<file path="config.mk">
export PLATFORM = sky130hd
export DESIGN_NAME = video_gen
export DESIGN_NICKNAME = d
export VERILOG_FILES = /design/src/hw/video_pkg.sv /design/src/hw/video_ifs.sv /design/src/hw/video_timing.sv /design/src/hw/video_regs.sv /design/src/hw/video_bitmap_pf.sv /design/src/hw/video_gen.sv
export VERILOG_INCLUDE_DIRS = /design/src /design/src/include
export SDC_FILE = /design/constraint.sdc
export NUM_CORES = 1
export LEC_CHECK = 0
export BUFFER_PORTS_ARGS = -buffer_cell sky130_fd_sc_hd__buf_2
export CAP_MARGIN = 20
export CORE_UTILIZATION = 55
export CTS_BUF_LIST = sky130_fd_sc_hd__clkbuf_8
export CTS_CLUSTER_DIAMETER = 50
export DETAILED_ROUTE_END_ITERATION = 8
export PLACE_DENSITY = 0.76
export SLEW_MARGIN = 25
export SYNTH_ARGS = -nofsm -noshare
export SYNTH_HDL_FRONTEND = slang
export SYNTH_HIERARCHICAL = 1
export SYNTH_SLANG_ARGS = --single-unit
</file>
<file path="constraint.sdc">
create_clock -name clk -period 7 [get_ports clk]
set_input_delay 0.7 -clock clk [delete_from_list [all_inputs] [get_ports clk]]
set_output_delay 0.7 -clock clk [all_outputs]
set_load 0.05 [all_outputs]
</file>
<file path="src/include/video_macros.svh">
// ----------------------------------------------------------------------
// video macros: frame geometry, pixel pipeline lead, register numbers
// ----------------------------------------------------------------------
`ifndef VIDEO_MACROS_SVH
`define VIDEO_MACROS_SVH

// horizontal geometry in pixel clocks
`define VID_H_VISIBLE       16
`define VID_H_FRONT         2
`define VID_H_SYNC          3
`define VID_H_BACK          3
`define VID_H_TOTAL         (`VID_H_VISIBLE + `VID_H_FRONT + `VID_H_SYNC + `VID_H_BACK)

// vertical geometry in lines
`define VID_V_VISIBLE       6
`define VID_V_FRONT         1
`define VID_V_SYNC          2
`define VID_V_BACK          1
`define VID_V_TOTAL         (`VID_V_VISIBLE + `VID_V_FRONT + `VID_V_SYNC + `VID_V_BACK)

`define VID_PF_LEAD         2           // counter value to color out, in clocks
`define VID_BORDER_RESET    8'h08       // dark grey border out of reset

// register numbers
`define XR_VID_CTRL         4'd0        // border color, low byte
`define XR_VID_INTR         4'd1        // write-only, force video interrupt
`define XR_VID_LEFT         4'd2
`define XR_VID_RIGHT        4'd3
`define XR_SCANLINE         4'd4        // read-only
`define XR_VID_HSIZE        4'd5        // read-only
`define XR_VID_VSIZE        4'd6        // read-only
`define XR_PF_GFX_CTRL      4'd8        // colorbase [15:8], blank [7]
`define XR_PF_DISP_ADDR     4'd9
`define XR_PF_LINE_LEN      4'd10
`define XR_PF_LINE_ADDR     4'd11       // write-only, next line override

`endif

</file>
<file path="src/hw/video_pkg.sv">
// ----------------------------------------------------------------------
// video package: shared data types of the video generator
// ----------------------------------------------------------------------
`include "video_macros.svh"

package video_pkg;

typedef logic [15:0]    word_t;         // vram word, register data
typedef logic [15:0]    addr_t;         // vram word address
typedef logic [7:0]     color_t;        // palette index
typedef logic [3:0]     reg_num_t;      // register number

// counters sized from the frame totals
typedef logic [$clog2(`VID_H_TOTAL)-1:0] hres_t;
typedef logic [$clog2(`VID_V_TOTAL)-1:0] vres_t;

// sync/blank bundle delayed to line up with color out
typedef struct packed {
    logic       hsync;
    logic       vsync;
    logic       h_blank;
    logic       v_blank;
    logic       dv_de;
} sync_bits_t;

endpackage

</file>
<file path="src/hw/video_ifs.sv">
// ----------------------------------------------------------------------
// video interfaces: raster timing bus and playfield configuration bus
// ----------------------------------------------------------------------
`timescale 1ns/100ps
`include "video_macros.svh"

// undelayed raster counters and strobes
interface vid_timing_if import video_pkg::*; ();
    hres_t      h_count;
    vres_t      v_count;
    logic       h_visible;              // h_count inside visible width
    logic       v_visible;              // v_count inside visible height
    logic       end_of_line;            // last h_count of any line
    logic       end_of_frame;           // last count of last line
    logic       end_of_visible;         // last count of last visible line

    modport source (output h_count, v_count, h_visible, v_visible,
                    output end_of_line, end_of_frame, end_of_visible);
    modport sink   (input h_count, v_count, h_visible, v_visible,
                    input end_of_line, end_of_frame, end_of_visible);
endinterface

// register-held playfield setup
interface pf_cfg_if import video_pkg::*; ();
    logic       pf_blank;
    color_t     colorbase;              // xor onto bitmap pixels
    color_t     border_color;
    hres_t      vid_left;               // first windowed pixel
    hres_t      vid_right;              // one past last windowed pixel
    addr_t      start_addr;             // frame start in vram
    word_t      line_len;               // words per line
    addr_t      line_set_addr;
    logic       line_set;               // one clock, on line addr write

    modport regs (output pf_blank, colorbase, border_color, vid_left, vid_right,
                  output start_addr, line_len, line_set_addr, line_set);
    modport pf   (input pf_blank, colorbase, border_color, vid_left, vid_right,
                  input start_addr, line_len, line_set_addr, line_set);
endinterface

</file>
<file path="src/hw/video_timing.sv">
// ----------------------------------------------------------------------
// video timing: raster counters, region decode, delayed sync and blank
// ----------------------------------------------------------------------
`default_nettype none
`timescale 1ns/100ps
`include "video_macros.svh"

module video_timing import video_pkg::*; (
    input  wire logic   clk,
    input  wire logic   reset_i,
    vid_timing_if.source tmg,               // undelayed counters out
    output      logic   hsync_o,
    output      logic   vsync_o,
    output      logic   h_blank_o,
    output      logic   v_blank_o,
    output      logic   dv_de_o
);

localparam hres_t H_LAST        = hres_t'(`VID_H_TOTAL - 1);
localparam vres_t V_LAST        = vres_t'(`VID_V_TOTAL - 1);
localparam hres_t H_SYNC_BEGIN  = hres_t'(`VID_H_VISIBLE + `VID_H_FRONT);
localparam hres_t H_SYNC_END    = hres_t'(`VID_H_VISIBLE + `VID_H_FRONT + `VID_H_SYNC);
localparam vres_t V_SYNC_BEGIN  = vres_t'(`VID_V_VISIBLE + `VID_V_FRONT);
localparam vres_t V_SYNC_END    = vres_t'(`VID_V_VISIBLE + `VID_V_FRONT + `VID_V_SYNC);

// idle output state, blanked with sync released
localparam sync_bits_t SYNC_IDLE = '{hsync: 1'b0, vsync: 1'b0,
                                     h_blank: 1'b1, v_blank: 1'b1, dv_de: 1'b0};

hres_t      h_count;
vres_t      v_count;
logic       h_visible;
logic       v_visible;
logic       end_of_line;
sync_bits_t sync_now;                       // decoded from current counts
sync_bits_t sync_pipe [`VID_PF_LEAD];       // [0] newest

// region decode
always_comb begin
    h_visible       = (h_count < hres_t'(`VID_H_VISIBLE));
    v_visible       = (v_count < vres_t'(`VID_V_VISIBLE));
    end_of_line     = (h_count == H_LAST);

    sync_now.hsync   = (h_count >= H_SYNC_BEGIN) && (h_count < H_SYNC_END);
    sync_now.vsync   = (v_count >= V_SYNC_BEGIN) && (v_count < V_SYNC_END);
    sync_now.h_blank = ~h_visible;
    sync_now.v_blank = ~v_visible;
    sync_now.dv_de   = h_visible & v_visible;
end

assign tmg.h_count          = h_count;
assign tmg.v_count          = v_count;
assign tmg.h_visible        = h_visible;
assign tmg.v_visible        = v_visible;
assign tmg.end_of_line      = end_of_line;
assign tmg.end_of_frame     = end_of_line && (v_count == V_LAST);
assign tmg.end_of_visible   = end_of_line && (v_count == vres_t'(`VID_V_VISIBLE - 1));

// pixel and line counters
always_ff @(posedge clk) begin
    if (reset_i) begin
        h_count     <= '0;
        v_count     <= '0;
    end else if (end_of_line) begin
        h_count     <= '0;
        v_count     <= (v_count == V_LAST) ? '0 : v_count + 1'b1;   // wrap at frame end
    end else begin
        h_count     <= h_count + 1'b1;
    end
end

// delay line so sync/blank match the playfield color pipe
always_ff @(posedge clk) begin
    if (reset_i) begin
        for (int i = 0; i < `VID_PF_LEAD; i++) begin
            sync_pipe[i] <= SYNC_IDLE;
        end
    end else begin
        sync_pipe[0] <= sync_now;
        for (int i = 1; i < `VID_PF_LEAD; i++) begin
            sync_pipe[i] <= sync_pipe[i-1];
        end
    end
end

assign hsync_o      = sync_pipe[`VID_PF_LEAD-1].hsync;
assign vsync_o      = sync_pipe[`VID_PF_LEAD-1].vsync;
assign h_blank_o    = sync_pipe[`VID_PF_LEAD-1].h_blank;
assign v_blank_o    = sync_pipe[`VID_PF_LEAD-1].v_blank;
assign dv_de_o      = sync_pipe[`VID_PF_LEAD-1].dv_de;

endmodule
`default_nettype wire

</file>
<file path="src/hw/video_regs.sv">
// ----------------------------------------------------------------------
// video registers: write decode, registered readback, video interrupt
// ----------------------------------------------------------------------
`default_nettype none
`timescale 1ns/100ps
`include "video_macros.svh"

module video_regs import video_pkg::*; (
    input  wire logic       clk,
    input  wire logic       reset_i,
    input  wire logic       reg_wr_i,           // write strobe
    input  wire reg_num_t   reg_num_i,
    input  wire word_t      reg_data_i,
    output      word_t      reg_data_o,         // one clock after reg_num_i
    output      logic       video_intr_o,       // one clock pulse
    vid_timing_if.sink      tmg,
    pf_cfg_if.regs          cfg
);

localparam int HW = $bits(hres_t);

word_t      rd_word;                            // readback mux out
logic       intr_wr;                            // forced interrupt write

assign intr_wr = reg_wr_i && (reg_num_i == `XR_VID_INTR);

// register writes
always_ff @(posedge clk) begin
    if (reset_i) begin
        video_intr_o        <= 1'b0;
        cfg.border_color    <= `VID_BORDER_RESET;
        cfg.vid_left        <= '0;
        cfg.vid_right       <= hres_t'(`VID_H_VISIBLE);     // full width window
        cfg.pf_blank        <= 1'b1;                        // playfield starts off
        cfg.colorbase       <= '0;
        cfg.start_addr      <= '0;
        cfg.line_len        <= word_t'(`VID_H_VISIBLE / 2); // two pixels per word
        cfg.line_set_addr   <= '0;
        cfg.line_set        <= 1'b0;
    end else begin
        cfg.line_set        <= 1'b0;                        // strobe
        video_intr_o        <= tmg.end_of_visible | intr_wr;

        if (reg_wr_i) begin
            case (reg_num_i)
                `XR_VID_CTRL: begin
                    cfg.border_color    <= reg_data_i[7:0];
                end
                `XR_VID_LEFT: begin
                    cfg.vid_left        <= reg_data_i[HW-1:0];
                end
                `XR_VID_RIGHT: begin
                    cfg.vid_right       <= reg_data_i[HW-1:0];
                end
                `XR_PF_GFX_CTRL: begin
                    cfg.colorbase       <= reg_data_i[15:8];
                    cfg.pf_blank        <= reg_data_i[7];
                end
                `XR_PF_DISP_ADDR: begin
                    cfg.start_addr      <= reg_data_i;
                end
                `XR_PF_LINE_LEN: begin
                    cfg.line_len        <= reg_data_i;
                end
                `XR_PF_LINE_ADDR: begin
                    cfg.line_set_addr   <= reg_data_i;
                    cfg.line_set        <= 1'b1;            // playfield picks up at line end
                end
                default: begin
                    // intr handled above, read-only and unused ignore writes
                end
            endcase
        end
    end
end

// readback select, fields in write layout
always_comb begin
    case (reg_num_i)
        `XR_VID_CTRL:       rd_word = {8'h00, cfg.border_color};
        `XR_VID_LEFT:       rd_word = word_t'(cfg.vid_left);
        `XR_VID_RIGHT:      rd_word = word_t'(cfg.vid_right);
        `XR_SCANLINE:       rd_word = word_t'(tmg.v_count);     // live line number
        `XR_VID_HSIZE:      rd_word = word_t'(`VID_H_VISIBLE);
        `XR_VID_VSIZE:      rd_word = word_t'(`VID_V_VISIBLE);
        `XR_PF_GFX_CTRL:    rd_word = {cfg.colorbase, cfg.pf_blank, 7'b0};
        `XR_PF_DISP_ADDR:   rd_word = cfg.start_addr;
        `XR_PF_LINE_LEN:    rd_word = cfg.line_len;
        default:            rd_word = '0;                       // write-only and unused
    endcase
end

// fixed one clock read latency
always_ff @(posedge clk) begin
    reg_data_o  <= rd_word;
end

endmodule
`default_nettype wire

</file>
<file path="src/hw/video_bitmap_pf.sv">
// ----------------------------------------------------------------------
// bitmap playfield: line address tracking, vram fetch, 8 bpp pixel out
// ----------------------------------------------------------------------
`default_nettype none
`timescale 1ns/100ps
`include "video_macros.svh"

module video_bitmap_pf import video_pkg::*; (
    input  wire logic       clk,
    input  wire logic       reset_i,
    vid_timing_if.sink      tmg,
    pf_cfg_if.pf            cfg,
    output      logic       vram_sel_o,         // read request
    output      addr_t      vram_addr_o,
    input  wire word_t      vram_data_i,        // valid one clock after request
    output      color_t     color_index_o       // VID_PF_LEAD after counters
);

addr_t      line_addr;                  // first word of current line
logic       line_set_pend;              // override seen since last line end
logic       fetch_d;                    // request went out last clock
word_t      word_hold;                  // keeps word for the odd pixel
logic       pix_odd;                    // stage 1 pixel parity
logic       pix_show;                   // stage 1 bitmap (not border)
logic       in_window;
color_t     pix_raw;

// line start address, frame start then line_len steps
always_ff @(posedge clk) begin
    if (reset_i) begin
        line_addr       <= '0;
        line_set_pend   <= 1'b0;
    end else begin
        if (cfg.line_set) begin
            line_set_pend   <= 1'b1;
        end
        if (tmg.end_of_frame) begin
            line_addr       <= cfg.start_addr;      // frame start wins
        end else if (tmg.end_of_line) begin
            if (line_set_pend || cfg.line_set) begin
                line_addr   <= cfg.line_set_addr;   // one-shot override
            end else if (tmg.v_visible) begin
                line_addr   <= line_addr + cfg.line_len;
            end
        end
        if (tmg.end_of_line) begin
            line_set_pend   <= 1'b0;                // consumed or dropped at line end
        end
    end
end

// one word per pixel pair, requested on even counts
assign vram_sel_o   = tmg.h_visible && tmg.v_visible && !tmg.h_count[0] && !cfg.pf_blank;
assign vram_addr_o  = line_addr + addr_t'(tmg.h_count >> 1);

assign in_window    = (tmg.h_count >= cfg.vid_left) && (tmg.h_count < cfg.vid_right);

// stage 1, pixel attributes from the counters
always_ff @(posedge clk) begin
    if (reset_i) begin
        fetch_d     <= 1'b0;
        pix_odd     <= 1'b0;
        pix_show    <= 1'b0;
    end else begin
        fetch_d     <= vram_sel_o;
        pix_odd     <= tmg.h_count[0];
        pix_show    <= tmg.h_visible && tmg.v_visible && in_window && !cfg.pf_blank;
    end
end

// word arrives with even pixel, odd pixel needs it a clock later
always_ff @(posedge clk) begin
    if (fetch_d) begin
        word_hold   <= vram_data_i;
    end
end

assign pix_raw = pix_odd ? word_hold[7:0] : vram_data_i[15:8];     // high byte first

// stage 2, color out
always_ff @(posedge clk) begin
    color_index_o   <= pix_show ? (pix_raw ^ cfg.colorbase) : cfg.border_color;
end

endmodule
`default_nettype wire

</file>
<file path="src/hw/video_gen.sv">
// ----------------------------------------------------------------------
// video generator top: timing, registers and bitmap playfield
// ----------------------------------------------------------------------
`default_nettype none
`timescale 1ns/100ps
`include "video_macros.svh"

module video_gen import video_pkg::*; (
    input  wire logic       clk,
    input  wire logic       reset_i,
    // register port
    input  wire logic       reg_wr_i,           // write strobe
    input  wire reg_num_t   reg_num_i,
    input  wire word_t      reg_data_i,
    output      word_t      reg_data_o,         // registered readback
    output      logic       video_intr_o,
    // vram read port, no stall
    output      logic       vram_sel_o,
    output      addr_t      vram_addr_o,
    input  wire word_t      vram_data_i,
    // video out, all aligned to color_index_o
    output      color_t     color_index_o,
    output      logic       hsync_o,
    output      logic       vsync_o,
    output      logic       h_blank_o,
    output      logic       v_blank_o,
    output      logic       dv_de_o
);

vid_timing_if   tmg_if ();          // raster counters and strobes
pf_cfg_if       cfg_if ();          // playfield setup from registers

video_timing video_timing (
    .clk            (clk),
    .reset_i        (reset_i),
    .tmg            (tmg_if.source),
    .hsync_o        (hsync_o),
    .vsync_o        (vsync_o),
    .h_blank_o      (h_blank_o),
    .v_blank_o      (v_blank_o),
    .dv_de_o        (dv_de_o)
);

video_regs video_regs (
    .clk            (clk),
    .reset_i        (reset_i),
    .reg_wr_i       (reg_wr_i),
    .reg_num_i      (reg_num_i),
    .reg_data_i     (reg_data_i),
    .reg_data_o     (reg_data_o),
    .video_intr_o   (video_intr_o),
    .tmg            (tmg_if.sink),
    .cfg            (cfg_if.regs)
);

video_bitmap_pf video_pf (
    .clk            (clk),
    .reset_i        (reset_i),
    .tmg            (tmg_if.sink),
    .cfg            (cfg_if.pf),
    .vram_sel_o     (vram_sel_o),
    .vram_addr_o    (vram_addr_o),
    .vram_data_i    (vram_data_i),
    .color_index_o  (color_index_o)
);

endmodule
`default_nettype wire

</file>
==> results of run 1 <==
per-layer routing:
layer,track usage,part of all wire
met1,0.3643,0.41
met2,0.4971,0.49
met3,0.04981,0.067
met4,0.1242,0.031
met5,0,0
worst register-to-register path: stages, from the launching register on:
cell and delay (ns):
dfxtp_1 0.45, ha_1 0.34, nand4b_4 0.18, inv_1 0.44, o21a_1 0.46, nor2_1 0.08, nor3_1 0.19, a21oi_1 0.06
a311oi_1 0.25
area by class of cell:
cell class	count	share of cell area
Multi-Input combinational cell	637	0.4922
Sequential cell	148	0.3632
Timing Repair Buffer	90	0.05556
Clock buffer	18	0.02957
Clock inverter	14	0.02643
Tap cell	176	0.02628
Inverter	15	0.006720
cell usage after synthesis, types with 3 or more instances:
master | number | area (µm²)
buf_2 | 20 | 100.1
nand3_1 | 89 | 445.4
o211ai_1 | 5 | 37.54
a32oi_1 | 8 | 70.07
a31oi_1 | 4 | 25.02
nand2_1 | 34 | 127.6
inv_1 | 15 | 56.30
o21ai_2 | 6 | 52.55
ha_1 | 29 | 362.9
a2bb2oi_1 | 8 | 70.07
a21oi_1 | 109 | 545.5
o21ai_1 | 10 | 50.05
xnor2_1 | 25 | 219.0
buf_1 | 3 | 11.26
mux2_2 | 9 | 101.4
dfxtp_1 | 140 | 2803
a21o_1 | 12 | 90.09
or2_2 | 3 | 18.77
a211oi_1 | 6 | 45.04
a221oi_1 | 3 | 26.28
a311oi_1 | 3 | 26.28
nand3b_1 | 10 | 75.07
nor2b_1 | 7 | 43.79
a22oi_1 | 6 | 45.04
o21a_1 | 5 | 37.54
clkbuf_1 | 32 | 120.1
buf_4 | 9 | 67.56
or3_1 | 6 | 37.54
and3_1 | 4 | 25.02
nor3b_1 | 5 | 37.54
buf_6 | 5 | 56.30
nor3_1 | 12 | 60.06
nor2_1 | 46 | 172.7
nor4b_1 | 3 | 26.28
nand2b_1 | 14 | 87.58
edfxtp_1 | 8 | 240.2
o21ai_0 | 77 | 385.4
o22ai_1 | 7 | 43.79
xor2_1 | 9 | 78.83
mux2i_1 | 22 | 220.2
stage by stage:
step | cells | hold slack, ns | util
CTS | 1098 | 0.4031 | 0.6274
finish | 1098 | 0.4124 | 0.6277
global route | 1098 | 0.3997 | 0.6277
detailed placement | 1066 | 0.3955 | 0.5922
global placement | 1066 | 0.3925 | 0.5922
floorplan | 870 | 0.3895 | -
sequential cells by signal, summed over array words and instances, names as in the netlist:
signal / count
video_pf/line_addr: 16
video_regs/cfg.line_len: 16
video_regs/cfg.line_set_addr: 16
video_regs/cfg.start_addr: 16
video_regs/reg_data_o: 16
video_timing/sync_pipe: 10
video_pf/color_index_o: 8
video_pf/word_hold: 8
video_regs/cfg.border_color: 8
video_regs/cfg.colorbase: 8
video_regs/cfg.vid_left: 5
video_regs/cfg.vid_right: 5
video_timing/tmg.h_count: 5
video_timing/tmg.v_count: 4
video_pf/fetch_d: 1
video_pf/line_set_pend: 1
video_pf/pix_odd: 1
video_pf/pix_show: 1
video_regs/cfg.line_set: 1
video_regs/cfg.pf_blank: 1
video_regs/video_intr_o: 1
how the worst max path moves through the flow:
stage,startpoint,slack [ns],cells past startpoint,end
detailed placement,video_timing/tmg.h_count[1],4.06,8,vram_addr_o[14]
global placement,video_timing/tmg.h_count[1],4.08,8,vram_addr_o[14]
floorplan,video_timing/tmg.h_count[1],3.99,6,vram_addr_o[8]
finish,video_timing/tmg.h_count[1],3.61,8,vram_addr_o[14]
global route,video_timing/tmg.h_count[2],3.35,8,vram_addr_o[15]
CTS,video_timing/tmg.h_count[1],3.57,8,vram_addr_o[14]
power by group:
| group | internal, W | switching, W | total, W |
|---|---|---|---|
| clock network | 0.000464 | 0.000317 | 0.000781 |
| registers | 0.000861 | 0.0000119 | 0.000873 |
| logic | 0.0000427 | 0.0000985 | 0.000141 |
| total | 0.00137 | 0.000427 | 0.00179 |
logic make-up after synthesis:
group                    count (synthesis)  synth area share
AO/OA/AOI/OAI                          290            0.2325
XOR/XNOR                                34           0.03927
adder cells (fa/ha/maj)                 31           0.05313
buffers and inverters                   85           0.05626
flip-flops                             148            0.4013
multiplexers                            31           0.04240
AND/OR/NAND/NOR                        251            0.1752
placed cells by master, fill, tap and decap left out, types with 6 or more instances in the layout:
master	Yosys	layout
dfxtp_1	140	140
a21oi_1	109	109
nand3_1	89	89
buf_2	20	84
o21ai_0	77	77
nor2_1	46	45
nand2_1	34	34
ha_1	29	29
xnor2_1	25	25
mux2i_1	22	22
inv_1	15	20
clkbuf_8	0	18
nand2b_1	14	14
a21o_1	12	12
nor3_1	12	12
nand3b_1	10	10
xor2_1	9	9
mux2_2	9	9
o21ai_1	10	9
a32oi_1	8	8
edfxtp_1	8	8
a2bb2oi_1	8	8
o21ai_2	6	7
o22ai_1	7	7
bufinv_16	0	6
buf_4	9	6
a211oi_1	6	6
or3_1	6	6
a22oi_1	6	6
nor2b_1	7	6
==> results.md, run 1 <==
- Status: finished clean
- Post-synth top flop: dfxtp_1
- Setup Buffers After CTS: 0
- Routed len/inst: approximately 19 µm
- Drt total wl: slightly above 20,000 µm
- Hold wc startpoint: video_timing/sync_pipe[0][2]
- Crit path kind: flip-flop to primary output
- Worst R2R Setup Slack: around 4.5 ns
- Slew Limit Fails: 0
- Reg-to-Reg End: video_pf/line_addr[15]
- CP Capture Type: primary output
- Post-DRT Antenna Nets: 0
- Max-cap violations: 0
- Distinct cell type count after synthesis: 75
- Clock sink count: around 150
- First-pass GRT wire length: 32,420 µm
- Dpl hpwl: 14,020 µm
- Fin. Hold Viols: 0
- CP arrival: about 2.7 ns
- Worst Reg-to-Reg Cells: 8
- Deepest clock path buffer count: 2
- Yosys reg bits: around 150
- FF/Latch Area: 3043 µm²
- Die height: 119.4 µm
- Largest net degree at the start of global routing: 69
- IO Pins: between 80 and 90
- Post-layout min period: approximately 3.4 ns
- Leakage power: roughly 3.3 nW
- Final worst path period share: 0.4849
- # resized after CTS: 0
- Design Area, Final: 8378 µm²
- Final worst slack: 3.606 ns
- Tot Pwr: ~0.0018 W
- H-tree depth: 4
- Startpoint types: flip-flop
- DP Worst Slack: roughly 4.1 ns
- Total global routing overflow: 0
- Cts bufs inserted: 17
- Syn-to-layout area delta: 10.48%
- # setup viols final: 0
- Core area: 13,350 µm²
- Min-Delay Path Class: flip-flop to flip-flop
- Synth Cell Area: around 7600 µm²
- Clock transition at path regs: 0.08 ns
- Initial antenna violation count: 0
- Worst skew pair latency: about 0.45 ns
- Area post-placement: around 7900 µm²
- Maximum vdd drop: roughly 0.13 mV
- Unrepaired setup endpoints after global routing: false
- Vias per Instance: ~6.2
- Die X: around 120 µm
- Die area: approximately 14,000 µm²
- CTS Root Cell: clkbuf_8
- Starting DRT DRC Count: between 700 and 800
- Layout fillers: 1,187
- DRC Markers: 0
- Mapped Nets: 940
- DR pass1 iterations: 6
- Synth Area per Inst: ~8.7 µm²
- Clock skew: about 0.017 ns
- Synth Instances: slightly below 900
- CTS tree: yes
- Ys async rst share: 0
- Critical Path RT: roughly 6.3 ns
- Site Rows: 42
- Hold buffer count at CTS: 0
- Post-synth EDFFs: 8
- Max-slew headroom: 0.2796
- Fmax: slightly below 0.3 GHz
- Setup TNS: 0 ns
- CP max FO: 7
- Seq/Total Area, Yosys: 0.4013
- Cell family with most CP delay: adder cells
- Worst path cell trace: ha_1 -> fa_1 -> a21o_1 -> a21oi_1 -> nor2_1 -> nand2_1 -> xnor2_1 -> buf_2
- IO buf count: between 80 and 90
- Multi-input logic area: 4124 µm²
- Layout cells sized above 1: 0.1670
- YS warnings: 6
- PwrDens: 214.2 nW/µm²
- Overall Global Routing Usage: 0.2923
- Final nets: 979
- Hold endpoint: video_timing/sync_pipe[0][7]
- Starting Density: 0.5681
- # diodes: 0
- Worst Path Buf+Inv: 1
- Worst slew pin tran: about 1.1 ns
- Vias in the first global route: between 6,000 and 7,000
- GP Congestion: slightly below 0.9
- Hold depth: 1
- Worst R2R Start: video_timing/tmg.h_count[1]
- Vias: 6,804
- Max incr delay on CP: about 0.4 ns
- Critical Path Slowest Stage Cell: fa_1
No activity file was read; power rests on OpenSTA's default activity.
==> run 2: changes to the inputs <==
clock period = 3.3 ns   (was 7 ns; I/O delays follow)
==> results.md, run 2 (synthesis gave the netlist of run 1 again) <==
- Die X: 119.4 µm (unchanged)
- # resized after CTS: 0 (unchanged)
- Post-layout min period: between 3 and 4 ns
- Layout cells sized above 1: 0.1730 (was 0.1670)
- Worst slew pin tran: 0.9215 ns (was 1.081 ns)
- IO Pins: 86 (unchanged)
- Site Rows: 42 (unchanged)
- Max incr delay on CP: 0.63 ns (was 0.40 ns)
- First-pass GRT wire length: 32,270 µm (was 32,420 µm)
- Slew Limit Fails: 0 (unchanged)
- Hold buffer count at CTS: 0 (unchanged)
- Setup TNS: 0 ns (unchanged)
- Drt total wl: 20,390 µm (was 20,340 µm)
- Clock sink count: 148 (unchanged)
- Hold wc startpoint: vram_data_i[6] (was video_timing/sync_pipe[0][2])
- H-tree depth: 4 (unchanged)
- Non-Filler Instances: 1,101 (was 1,098)
- PwrDens: 426.2 nW/µm² (was 214.2 nW/µm²)
- Clock skew: 0.009955 ns (was 0.01720 ns)
- Status: finished clean (unchanged)
- Clock transition at path regs: 0.09 ns (was 0.08 ns)
- Final worst path period share: 0.9190
- Routed len/inst: 18.52 µm (about the same)
- Final nets: 982 (was 979)
- Critical Path RT: 2.97 ns (was 6.30 ns)
- IO buf count: 85 (unchanged)
- Core area: 13,350 µm² (unchanged)
- DR pass1 iterations: 5 (was 6)
- Unrepaired setup endpoints after global routing: false (unchanged)
- Leakage power: 3.238 nW (was 3.273 nW)
- Vias in the first global route: 6,401 (was 6,274)
- Crit path kind: flip-flop to primary output (unchanged)
- Setup Buffers After CTS: 0 (unchanged)
- Worst path cell trace: ha_1 -> a21o_1 -> a21o_1 -> a21oi_1 -> nor2_1 -> nand3_1 -> xnor2_1 -> buf_2 (was ha_1 -> fa_1 -> a21o_1 -> a21oi_1 -> nor2_1 -> nand2_1 -> xnor2_1 -> buf_2)
- Starting DRT DRC Count: 662 (was 736)
- Most frequent cells in the layout: dfxtp_1, a21oi_1, nand3_1 (unchanged)
- Overall Global Routing Usage: 0.2910 (was 0.2923)
- Multi-input logic area: 4124 µm² (unchanged)
- Dpl hpwl: 14,270 µm (was 14,020 µm)
- Most frequent CP cell: a21o_1
- Layout fillers: 1,177 (was 1,187)
- Vias per Instance: 6.293 (was 6.197)
- Worst skew pair latency: 0.45 ns (about the same)
- Max-slew headroom: 0.3857 (was 0.2796)
- Critical Path Slowest Stage Cell: dfxtp_1 (was fa_1)
- Design Area, Final: 8335 µm² (was 8378 µm²)
- Max-cap violations: 0 (unchanged)
- Min-Delay Path Class: input pin to flip-flop (was flip-flop to flip-flop)
- CP max FO: 10 (was 7)
- Deepest clock path buffer count: 2 (unchanged)
- Most common cell after layout, fill and taps aside: dfxtp_1 (unchanged)
- DP Cell Count: 1,069 (was 1,066)
- Maximum vdd drop: 0.3144 mV (was 0.1261 mV)
- CTS tree: yes (unchanged)
- Startpoint types: flip-flop (unchanged)
- Syn-to-layout area delta: 9.916% (was 10.48%)
- # setup viols final: 0 (unchanged)
- Fin. Hold Viols: 0 (unchanged)
- Initial antenna violation count: 0 (unchanged)
- Worst Path Buf+Inv: 1 (unchanged)
- DRC Markers: 0 (unchanged)
- Largest net degree at the start of global routing: 75 (was 69)
- Total global routing overflow: 0 (unchanged)
- CP arrival: 2.70 ns (was 2.69 ns)
- Worst R2R Start: video_timing/tmg.h_count[0] (was video_timing/tmg.h_count[1])
- CP startpoint: video_timing/tmg.h_count[2] (was video_timing/tmg.h_count[1])
- Vias: 6,929 (was 6,804)
- # diodes: 0 (unchanged)
- Starting Density: 0.5681 (unchanged)
- Area post-placement: 7940 µm² (was 7905 µm²)
- CTS Root Cell: clkbuf_8 (unchanged)
- Die height: 119.4 µm (unchanged)
- Hold_ws: 0.05359 ns (was 0.4124 ns)
- Cell family with most CP delay: compound AO/OA/AOI/OAI gates (was adder cells)
- Cts bufs inserted: 17 (unchanged)
- Fmax: 0.3297 GHz
- GP Congestion: 0.8950 (was 0.8859)
- CP Capture Type: primary output (unchanged)
- Post-DRT Antenna Nets: 0 (unchanged)
- Die area: 14,260 µm² (unchanged)
- FF/Latch Area: 3043 µm² (unchanged)
==> run 2: cell types whose count changed in the layout (fill, tap and decap cells not counted), moves of 2 or more <==
cell	before	now
clkinv_4	2	4
inv_1	20	16
clkinvlp_4	0	2
buf_4	6	8
inv_6	0	4
bufinv_16	6	2
==> run 2: cell type report <==
| cell class | count | area share |
|---|---|---|
| clock buffers | 17 | 0.02807 |
| clock inverters | 15 | 0.01891 |
| inverters | 15 | 0.006755 |
| multi-input cells | 637 | 0.4947 |
| flip-flops and latches | 148 | 0.3651 |
| well taps | 176 | 0.02642 |
| repair buffers | 93 | 0.06004 |
==> run 2: layer usage <==
layer | GRT usage | share of wire | wire length, µm | up-vias
met5 | 0 | 0 | 0 | -
met4 | 0.1547 | 0.039 | 800 | 0
met3 | 0.06226 | 0.068 | 1393 | 60
met2 | 0.4789 | 0.49 | 9946 | 331
met1 | 0.3558 | 0.40 | 8251 | 3292
li1 | - | - | - | 3246
==> run 2: where the power goes <==
part	total [W]	internal, W	leakage (nW)	switching [W]
clock	0.00140	0.000678	0.196	0.000722
combinational	0.000302	0.0000931	1.84	0.000209
sequential	0.00185	0.00183	1.20	0.0000252
total	0.00355	0.00260	3.24	0.000956
==> run 2: final timing paths <==
kind / to / slack [ns] / depth (start not counted)
worst max register to register: video_pf/line_addr[15] / 0.78 / 9
worst min-delay path: video_pf/word_hold[6] / 0.05 / 1
worst max-delay path: vram_addr_o[15] / 0.27 / 8
worst min register to register: video_timing/sync_pipe[0][6] / 0.42 / 1
==> run 2: worst reg2reg max path, cell delays in order (launching register included) <==
cell and delay [ns]:
dfxtp_1 0.46, ha_1 0.33, nand4b_4 0.18, inv_1 0.26
buf_4 0.23, o21a_1 0.39, nor2_1 0.07, nor3_1 0.19
a21oi_1 0.07, a311oi_1 0.26
==> run 2: metrics by stage <==
stage	utilization	power [W]	worst slack [ns]
6_report	0.6245	0.003552	0.2674
3_5_place_dp	0.5949	0.002187	0.7059
2_1_floorplan	-	0.002102	0.6647
3_3_place_gp	0.5949	0.002184	0.7460
4_1_cts	0.6242	0.003564	0.2218
5_1_grt	0.6245	0.003667	0.03470
